### config.mk
export PLATFORM = sky130hd
export DESIGN_NAME = line_tracker_top
export DESIGN_NICKNAME = d
export VERILOG_FILES = /design/src/tracker_pkg.sv /design/src/line_tracker_top.sv /design/src/readout_port.sv /design/src/sample_bank.sv /design/src/sample_ctrl.sv
export SDC_FILE = /design/constraint.sdc
export NUM_CORES = 1
export LEC_CHECK = 0
export BUFFER_PORTS_ARGS = -buffer_cell sky130_fd_sc_hd__buf_2
export CORE_UTILIZATION = 50
export CTS_CLUSTER_DIAMETER = 40
export DETAILED_ROUTE_END_ITERATION = 10
export PLACE_DENSITY = 0.81
export REMOVE_ABC_BUFFERS = 1
export SLEW_MARGIN = 20
export SYNTH_ARGS = -nofsm -noshare
export SYNTH_HDL_FRONTEND = slang
export SYNTH_SLANG_ARGS = --single-unit
### constraint.sdc
create_clock -name clock_i -period 6.6 [get_ports clock_i]
set_clock_uncertainty 0.15 [all_clocks]
set_input_delay 1.32 -clock clock_i [delete_from_list [all_inputs] [get_ports clock_i]]
set_output_delay 1.32 -clock clock_i [all_outputs]
set_load 0.01 [all_outputs]
### src/tracker_pkg.sv
package tracker_pkg;

	// ------------------------------------------------------------
	// sizes
	// ------------------------------------------------------------

	// cache lines per expired-bit bank, also the bank word width
	localparam int N_LINES = 16;
	// expired-bit banks
	localparam int N_EXP_BANKS = 3;
	// trace bank plus expired-bit banks
	localparam int N_BANKS = N_EXP_BANKS + 1;
	// counted requests per stored sample
	localparam int SAMPLE_PERIOD = 4;
	// buffer depth in samples
	localparam int BUFFER_LIMIT = 8;
	localparam int BW_BUFFER = $clog2(BUFFER_LIMIT);
	// sampling counter width, must hold SAMPLE_PERIOD itself
	localparam int BW_PERIOD = $clog2(SAMPLE_PERIOD + 1);

	// ------------------------------------------------------------
	// types
	// ------------------------------------------------------------

	typedef enum logic [1:0] {
		ST_IDLE  = 2'd0,
		ST_TRACK = 2'd1,
		ST_FULL  = 2'd2
	} tracker_state_e;

	// host configuration word
	typedef struct packed {
		logic                 enable;
		logic                 clear;
		logic [BW_BUFFER-1:0] rd_addr;
	} tracker_cfg_t;

	// expired bits of all banks, word k is bank k+1
	typedef logic [N_EXP_BANKS-1:0][N_LINES-1:0] expired_t;

	// one stored sample
	typedef struct packed {
		logic [N_LINES-1:0] trace;
		expired_t           expired;
	} sample_t;

	// shared access to all banks
	typedef struct packed {
		logic                 wr;
		logic [BW_BUFFER-1:0] addr;
	} bank_port_t;

endpackage
### src/line_tracker_top.sv
`timescale 1ns/1ps

module line_tracker_top (
	input  logic                            clock_i,
	input  logic                            resetn_i,
	input  tracker_pkg::tracker_cfg_t       cfg_i,
	input  logic                            request_i,
	input  logic                            en_i,
	input  tracker_pkg::expired_t           expired_bits_i,
	output logic                            stall_o,
	output logic [tracker_pkg::BW_BUFFER:0] count_o,
	output tracker_pkg::sample_t            trace_o
);
	import tracker_pkg::*;

	bank_port_t                      bank_port;
	sample_t                         wdata;
	logic [N_BANKS-1:0][N_LINES-1:0] bank_rdata;

	// ------------------------------------------------------------
	// controller
	// ------------------------------------------------------------

	sample_ctrl sample_ctrl_i (
		.clock_i        (clock_i),
		.resetn_i       (resetn_i),
		.cfg_i          (cfg_i),
		.request_i      (request_i),
		.en_i           (en_i),
		.expired_bits_i (expired_bits_i),
		.bank_o         (bank_port),
		.wdata_o        (wdata),
		.stall_o        (stall_o),
		.count_o        (count_o)
	);

	// ------------------------------------------------------------
	// buffer banks
	// ------------------------------------------------------------

	for (genvar k = 0; k < N_BANKS; k++) begin : g_bank
		logic [N_LINES-1:0] bank_wdata;

		// bank 0 is the trace count, the rest the expired words
		if (k == 0) begin : g_trace
			assign bank_wdata = wdata.trace;
		end else begin : g_expired
			assign bank_wdata = wdata.expired[k-1];
		end

		sample_bank sample_bank_i (
			.clock_i (clock_i),
			.wr_i    (bank_port.wr),
			.addr_i  (bank_port.addr),
			.data_i  (bank_wdata),
			.data_o  (bank_rdata[k])
		);
	end

	// host readout
	readout_port readout_port_i (
		.clock_i     (clock_i),
		.resetn_i    (resetn_i),
		.bank_data_i (bank_rdata),
		.trace_o     (trace_o)
	);

endmodule

### src/readout_port.sv
`timescale 1ns/1ps

module readout_port (
	input  logic                                                     clock_i,
	input  logic                                                     resetn_i,
	input  logic [tracker_pkg::N_BANKS-1:0][tracker_pkg::N_LINES-1:0] bank_data_i,
	output tracker_pkg::sample_t                                     trace_o
);
	import tracker_pkg::*;

	sample_t sample_d;

	// ------------------------------------------------------------
	// bank to sample mapping
	// ------------------------------------------------------------

	always_comb begin
		// bank 0 carries the trace count
		sample_d.trace = bank_data_i[0];
		// banks 1..3 carry expired words 0..2
		for (int k = 1; k < N_BANKS; k++) begin
			sample_d.expired[k-1] = bank_data_i[k];
		end
	end

	// ------------------------------------------------------------
	// host side register
	// ------------------------------------------------------------

	// second read stage, sample visible two cycles after rd_addr
	always_ff @(posedge clock_i) begin
		if (!resetn_i) begin
			trace_o <= '0;
		end else begin
			trace_o <= sample_d;
		end
	end

endmodule

### src/sample_bank.sv
`timescale 1ns/1ps

module sample_bank (
	input  logic                              clock_i,
	input  logic                              wr_i,
	input  logic [tracker_pkg::BW_BUFFER-1:0] addr_i,
	input  logic [tracker_pkg::N_LINES-1:0]   data_i,
	output logic [tracker_pkg::N_LINES-1:0]   data_o
);
	import tracker_pkg::*;

	// ------------------------------------------------------------
	// storage
	// ------------------------------------------------------------

	// one word per stored sample
	logic [N_LINES-1:0] mem_q [BUFFER_LIMIT];

	// single port, write and registered read share addr_i
	always_ff @(posedge clock_i) begin
		if (wr_i) begin
			mem_q[addr_i] <= data_i;
		end
	end

	// read returns the old word on a write cycle
	// readout only cares about non-write cycles
	always_ff @(posedge clock_i) begin
		data_o <= mem_q[addr_i];
	end

endmodule

### src/sample_ctrl.sv
`timescale 1ns/1ps

module sample_ctrl (
	input  logic                            clock_i,
	input  logic                            resetn_i,
	input  tracker_pkg::tracker_cfg_t       cfg_i,
	input  logic                            request_i,
	input  logic                            en_i,
	input  tracker_pkg::expired_t           expired_bits_i,
	output tracker_pkg::bank_port_t         bank_o,
	output tracker_pkg::sample_t            wdata_o,
	output logic                            stall_o,
	output logic [tracker_pkg::BW_BUFFER:0] count_o
);
	import tracker_pkg::*;

	tracker_state_e       state_q;
	tracker_state_e       state_d;
	logic [N_LINES-1:0]   trace_cnt_q;
	logic [BW_PERIOD-1:0] samp_cnt_q;
	logic [BW_BUFFER:0]   count_q;
	logic                 wr_q;
	sample_t              capture_q;
	logic                 count_req;
	logic                 capture;
	logic                 last_wr;

	// ------------------------------------------------------------
	// request counting and capture
	// ------------------------------------------------------------

	// only counted while tracking and not stalled
	assign count_req = (state_q == ST_TRACK) && en_i && request_i;
	// this request takes the sampling counter to zero
	assign capture = count_req && (samp_cnt_q == BW_PERIOD'(1));
	// the write that fills the last free slot
	assign last_wr = wr_q && (count_q == (BW_BUFFER + 1)'(BUFFER_LIMIT - 1));

	always_ff @(posedge clock_i) begin
		if (!resetn_i) begin
			trace_cnt_q <= '0;
			samp_cnt_q <= BW_PERIOD'(SAMPLE_PERIOD);
		end else begin
			// trace count runs on across a clear
			if (count_req) begin
				trace_cnt_q <= trace_cnt_q + N_LINES'(1);
			end
			if (cfg_i.clear || capture) begin
				samp_cnt_q <= BW_PERIOD'(SAMPLE_PERIOD);
			end else if (count_req) begin
				samp_cnt_q <= samp_cnt_q - BW_PERIOD'(1);
			end
		end
	end

	// sample payload, count includes the capturing request
	always_ff @(posedge clock_i) begin
		if (capture) begin
			capture_q.trace <= trace_cnt_q + N_LINES'(1);
			capture_q.expired <= expired_bits_i;
		end
	end

	// ------------------------------------------------------------
	// write strobe, fill level and stall
	// ------------------------------------------------------------

	always_comb begin
		state_d = state_q;
		if (cfg_i.clear) begin
			state_d = cfg_i.enable ? ST_TRACK : ST_IDLE;
		end else if (last_wr) begin
			state_d = ST_FULL;
		end else begin
			case (state_q)
				ST_IDLE: if (cfg_i.enable) state_d = ST_TRACK;
				ST_TRACK: if (!cfg_i.enable) state_d = ST_IDLE;
				// full holds until the host clears
				default: state_d = state_q;
			endcase
		end
	end

	always_ff @(posedge clock_i) begin
		if (!resetn_i) begin
			state_q <= ST_IDLE;
			wr_q <= 1'b0;
			count_q <= '0;
		end else begin
			state_q <= state_d;
			// write lands one cycle after capture
			wr_q <= capture;
			if (cfg_i.clear) begin
				count_q <= '0;
			end else if (wr_q) begin
				count_q <= count_q + (BW_BUFFER + 1)'(1);
			end
		end
	end

	// write slot is the fill level before the increment
	// host address owns the banks in every other cycle
	assign bank_o.wr = wr_q;
	assign bank_o.addr = wr_q ? count_q[BW_BUFFER-1:0] : cfg_i.rd_addr;
	assign wdata_o = capture_q;
	assign stall_o = (state_q == ST_FULL);
	assign count_o = count_q;

endmodule

### Yosys cells after proc, flatten, opt, wreduce, memory -nomap -nowiden

Memory sizes are Yosys's and may differ from the RTL's. A register that Yosys moved wholly into a read port is not among the register bits.
Cells that the tools add are included.

| word-level totals | value |
|---|---|
| bits in registers | 154 |
| output and inout port bits | 69 |
| RAM bits | 512 |
| memories | 4 |
| bits of input ports | 57 |
| word-level logic and storage cells | 46 |

Memories:

| memory | words | width | read ports | clocked after memory_dff | write ports | line | RTL |
|---|---|---|---|---|---|---|---|
| g_bank[0].sample_bank_i.mem_q | 8 | 16 | 1 | 1 | 1 | sample_bank.sv:17 | `logic [N_LINES-1:0] mem_q [BUFFER_LIMIT];` |
| g_bank[1].sample_bank_i.mem_q | 8 | 16 | 1 | 1 | 1 | sample_bank.sv:17 |  |
| g_bank[2].sample_bank_i.mem_q | 8 | 16 | 1 | 1 | 1 | sample_bank.sv:17 |  |
| g_bank[3].sample_bank_i.mem_q | 8 | 16 | 1 | 1 | 1 | sample_bank.sv:17 |  |

| cells by class | value |
|---|---|
| reduce and logical (&&, ||, !) cells | 10 |
| $add $sub $neg | 3 |
| mux-type cells | 9 |
| bitwise operators | 1 |
| eq/ne operators | 6 |

Operators with widths:

| kind | number |
|---|---|
| adder 16 x 1 -> 16 bit (second input constant) | 1 |
| 2-to-1 mux 2 bit | 4 |
| inequality test 4 x 3 -> 1 bit (second input constant) | 2 |
| adder 4 x 1 -> 4 bit (second input constant) | 1 |
| equality test 4 x 3 -> 1 bit (second input constant) | 1 |
| logical AND 1 bit | 4 |
| one-hot mux 2 bit (2 select lines) | 1 |
| nonzero test 4 bit | 1 |
| OR reduction 2 bit | 2 |
| equality test 3 x 1 -> 1 bit (second input constant) | 1 |
| 2-to-1 mux 1 bit | 3 |
| 2-to-1 mux 3 bit | 1 |
| AND reduction 3 bit | 1 |
| subtractor 3 x 1 -> 3 bit (second input constant) | 1 |
| equality test 2 x 1 -> 1 bit (second input constant) | 1 |
| equality test 2 bit (second input constant) | 1 |
| zero test 2 bit | 1 |
| logical OR 1 bit | 1 |
| NOT 1 bit | 1 |

### Depth between registers and ports, before layout

| logic depth | value |
|---|---|
| depth in word-level cells | 6 |
| mapped depth | 8 |
| mapped depth without buffers | 5 |

### Hierarchy

Synthesis repeated with hierarchy kept, for this count alone.

| second synthesis, totals | value |
|---|---|
| cell total of the unflattened synthesis | 1316 |
| area total of the unflattened synthesis | 26279.0 µm² |

By module, submodules not included:

| module | cells an instance | area an instance (µm²) | instances | seq. area each (µm²) |
|---|---|---|---|---|
| sample_bank | 238 | 5292.6 | 4 | 4164.0 |
| sample_ctrl | 230 | 3316.9 | 1 | 2442.3 |
| readout_port | 134 | 1791.7 | 1 | 1281.2 |

### Worst setup path after synthesis

No wires, ideal clock.

| timing path | value |
|---|---|
| kind | input port to flip-flop |
| start | input port request_i |
| end | register sample_ctrl_i.samp_cnt_q[1] |
| stages | 3 |
| arrival time | 6565 ps |
| library setup time | 410 ps |
| required time | 6040 ps |
| path buffers | 0 |
| slack | -525 ps |
| cells stage by stage | nand4b_1 nor3b_1 a2111oi_0 |

| on the way | value |
|---|---|
| cells in the longest elaborated chain, start to end | 4 |

Ends and longest elaborated chain:

| what | line | RTL |
|---|---|---|
| start: declaration | line_tracker_top.sv:7 | `input logic request_i,` |
| logical AND 1 bit | sample_ctrl.sv:33 | `assign count_req = (state_q == ST_TRACK) && en_i && request_i;` |
| logical AND 1 bit | sample_ctrl.sv:35 | `assign capture = count_req && (samp_cnt_q == BW_PERIOD'(1));` |
| via sample_ctrl_i.capture | sample_ctrl.sv:25 | `logic capture;` |
| logical OR 1 bit | sample_ctrl.sv:48 | `if (cfg_i.clear \|\| capture) begin` |
| OR reduction 2 bit (no line) | - |  |
| end signal: assignment | sample_ctrl.sv:42 | `samp_cnt_q <= BW_PERIOD'(SAMPLE_PERIOD);` |
| end signal: assignment | sample_ctrl.sv:49 | `samp_cnt_q <= BW_PERIOD'(SAMPLE_PERIOD);` |
| end signal: assignment | sample_ctrl.sv:51 | `samp_cnt_q <= samp_cnt_q - BW_PERIOD'(1);` |
| end: declaration | sample_ctrl.sv:20 | `logic [BW_PERIOD-1:0] samp_cnt_q;` |

The timed path passes the listed nets, and every way through them passes these cells.
A chain may end at the register's enable or synchronous reset.

### Worst setup path after layout

| timing path | value |
|---|---|
| start | register sample_ctrl_i.wr_q |
| end | memory g_bank[2].sample_bank_i.mem_q[1][7] (enable) |

| on the way | value |
|---|---|
| cells in the longest elaborated chain, start to end | 2 |
| elaborated cells between the ends (all ways) | 3 |
| those cells by class | mux (3) |

Ends and longest elaborated chain:

| what | line | RTL |
|---|---|---|
| start: declaration | sample_ctrl.sv:22 | `logic wr_q;` |
| start signal: assignment | sample_ctrl.sv:92 | `wr_q <= capture;` |
| 2-to-1 mux 1 bit | sample_bank.sv:21 | `if (wr_i) begin` |
| 2-to-1 mux 1 bit (implied by the code) | sample_bank.sv:22 | `mem_q[addr_i] <= data_i;` |
| end: declaration | sample_bank.sv:17 |  |

Parallel ways exist; a longest one is shown, timed or not.

==> flow_summary_export.csv <==
group,metric,value,unit
cts,clk_latency,0.62,ns
placement,port_buffers,125,
placement,dp.cells,2602,
cts,cts_setup_buffers,0,
grt,grt_pass1_wl,86.10,mm
logic_synthesis,synth_top_family_by_area,"simple AND/OR/NAND/NOR gates",
placement,routabilityCongestion,0.7880,
floorplanning,io_pins,126,
cts,cts_buffers,88,
cts,tritoncts,"built",
floorplanning,die_x,229.7,µm
logic_synthesis,syn-mean-instance-area,13.80,µm²
logic_synthesis,synth_edf_count,576,
layout,n_fill_cell,3702,
floorplanning,die_h,229.7,µm
cts,cts_sinks,730,
critical_path,max_stage_delay,0.90,ns
sta,rsz0062_at_grt,"false",
drt,drc,0,
grt,first_global_vias,15628,
critical_path,crit_chain,"nand2_1, nor3_2, buf_4",
cts,clk_pin_slew_worst_paths,0.06,ns
placement,dp_hpwl,28.16,mm
grt,grt_max_degree,179,
layout,layout.nets,2074,
logic_synthesis,synthArstFlopShare,0,
sta,finalCritPeriodShare,0.5574,
hold_path,min_path_type,"reg -> reg",
logic_synthesis,syn_area,0.02593,mm²
drt,firstDrtPassIters,5,
cts,ctsResizeCount,0,
cts,clk_path_buf_depth,3,
drt,drt_iter0_markers,1552,
sta,min_period,3.679,ns
critical_path,cp.required,6.68,ns
sta,report.final.slew_viol_count,0,
logic_synthesis,synth_compound_area_frac,0.05693,
floorplanning,rows,83,
sta,setup_slack,2.921,ns
cts,cts_hold_buf,0,
logic_synthesis,synth_xor_area_frac,0.008443,
drt,vias,15448,
layout,multi_input_area,0.005155,mm²
sta,setup_viol,0,
sta,totalNegativeSetupSlack,0,ns
logic_synthesis,synthMuxAreaShare,0.002943,
grt,grt_use_total,0.2114,
critical_path,end_kind,"flop",
drt,drtAntennaViolNets,0,
drt,vias_per_cell,5.585,
logic_synthesis,yosysUniqueCellTypes,45,
logic_synthesis,synthSimpleGateAreaFrac,0.1237,
power_and_ir_drop,p_per_area,335.8,mW/mm²
cts,clock-root-buffer,"clkbuf_16",
power_and_ir_drop,ir_drop,0.1883,mV
critical_path,critPathKind,"reg -> reg",
layout,regArea,0.02038,mm²
drt,wirelength,55.86,mm
outcome,run_status,"complete, no violations",
layout,n_antenna_cell,0,
layout,drive_above_1_share,0.1453,
sta,maxSlewHeadroom,0.2390,
layout,final_cells,2766,
cts,htreeDepth,3,
floorplanning,core_area,0.05130,mm²
sta,tightest_slew,1.142,ns
floorplanning,start_util,0.5055,
logic_synthesis,synthAdderAreaFrac,0.001930,
layout,syn2layout_area_growth,16.77,%
drt,avgRoutedWirePerCell,20.19,µm
critical_path,critPathMaxFanout,56,
floorplanning,dieArea,0.05278,mm²
logic_synthesis,ys_seq_area_frac,0.7858,
logic_synthesis,ys_ff_latch,730,
critical_path,cp.arrival,3.75,ns
sta,timing.final.hold_violations,0,
placement,dp_slack,2.575,ns
grt,grt_overflow,0,
sta,fmax,0.2718,GHz
power_and_ir_drop,finalPower,0.01017,W
grt,antenna_found_initial,3,
power_and_ir_drop,p_leak,10.96,nW
critical_path,critPathLaunchType,"flop",
run,maxCapViolCount,0,
logic_synthesis,ys_warn_count,0,
logic_synthesis,synthFlopType,"edfxtp_1",
logic_synthesis,synthCells,1879,
critical_path,crit_slowest_cell,"buf_4",
synth_stat cells (2+ instances only):
library cell	number	area (µm²)
and3_1	3	18.77
or3_1	5	31.28
xor2_1	12	105.1
buf_2	20	100.1
and2_1	65	406.6
o21ai_0	7	35.03
nand4_1	4	25.02
and4_1	2	17.52
nand2b_1	3	18.77
a21oi_1	263	1316
buf_1	2	7.510
edfxtp_1	576	17300
buf_4	2	15.01
xnor2_1	13	113.9
nor4_1	2	12.51
buf_6	10	112.6
nand3_1	8	40.04
inv_1	9	33.78
clkbuf_1	67	251.5
nand2_1	523	1963
or4_1	64	480.5
nor2b_1	3	18.77
nor3_1	6	30.03
nor2_1	27	101.4
mux2i_1	5	50.05
dfxtp_1	154	3083
nand4b_1	3	26.28
ha_1	4	50.05
layout by cell type, fill, tap and decap left out, types with 3 or more instances in the layout:
cell	netlist	final
edfxtp_1	576	576
nand2_1	523	523
a21oi_1	263	263
dfxtp_1	154	154
buf_2	20	125
clkbuf_16	0	93
and2_1	65	65
or4_1	64	64
nor2_1	27	21
buf_4	2	17
clkbuf_1	67	16
xnor2_1	13	13
xor2_1	12	12
clkinv_2	0	10
inv_1	9	9
bufinv_16	0	9
nand3_1	8	8
clkinv_4	0	8
o21ai_0	7	7
nor2_4	0	6
clkinv_1	1	6
inv_6	0	6
or3_1	5	5
inv_8	0	5
mux2i_1	5	4
nor3_1	6	4
nand4_1	4	4
ha_1	4	4
clkbuf_8	0	4
clkinvlp_4	0	4
nand4b_1	3	3
nor2b_1	3	3
nand2b_1	3	3
and3_1	3	3
clkinv_8	0	3
metrics by stage:
step | util | cell area, µm² | hold WS [ns]
after floorplan | - | 25450 | 0.2618
after CTS | 0.5898 | 30260 | 0.2819
after detailed placement | 0.5305 | 27220 | 0.2708
after global placement | 0.5305 | 27220 | 0.2713
after global routing | 0.5903 | 30280 | 0.3011
final | 0.5903 | 30280 | 0.2806
routing by layer:
metal | vias to the layer above | GRT usage | wire, µm
met4 | 0 | 0.07699 | 1149
met2 | 755 | 0.3508 | 28190
met5 | - | 0 | 0
met1 | 7639 | 0.2791 | 21800
met3 | 90 | 0.03931 | 4708
li1 | 6964 | - | -
final timing paths:
path | to | startpoint | slack [ns] | depth (start not counted)
setup / recovery | g_bank[2].sample_bank_i.mem_q[1][7] | sample_ctrl_i.wr_q | 2.92 | 3
hold / removal | readout_port_i.trace_o[34] | g_bank[3].sample_bank_i.data_o[2] | 0.28 | 1
setup reg to reg | g_bank[2].sample_bank_i.mem_q[1][7] | sample_ctrl_i.wr_q | 2.92 | 3
hold reg to reg | readout_port_i.trace_o[34] | g_bank[3].sample_bank_i.data_o[2] | 0.28 | 1
worst max-delay path: cells and delay by family (launching register included):
kind | cells | cell delay (ns)
and+or+nand+nor | 2 | 1.29
DFF | 1 | 0.86
buffers and inverters | 1 | 0.90
report_power, final:
part	total, W	internal (W)	switching, W
sequential	0.00498	0.00496	0.0000195
combinational	0.000293	0.000102	0.000191
clock	0.00489	0.00301	0.00188
total	0.0102	0.00807	0.00209
state kept, by name (all words and copies together) (netlist names):
name and count:
g_bank.sample_bank_i.data_o 64, g_bank.sample_bank_i.mem_q 512, readout_port_i.trace_o 64, sample_ctrl_i.count_o 4
sample_ctrl_i.samp_cnt_q 3, sample_ctrl_i.state_q 2, sample_ctrl_i.trace_cnt_q 16, sample_ctrl_i.wdata_o 64
sample_ctrl_i.wr_q 1
cell type report:
cell class,count,share of cell area
sequential,730,0.6730
clock buffer,113,0.08065
timing repair buffer,145,0.02710
multi-input combinational,1038,0.1702
tap,680,0.02810
inverter,10,0.001240
clock inverter,50,0.01971
cell families after synthesis:
kind of cell | after synthesis
and+or+nand+nor | 720
muxes | 7
xor gates and xnor gates | 25
buffers and inverters | 111
adders and majority gates | 4
DFF | 730
AOI/OAI and AO/OA | 282
Note: power is estimated with default switching activity, not from simulation.
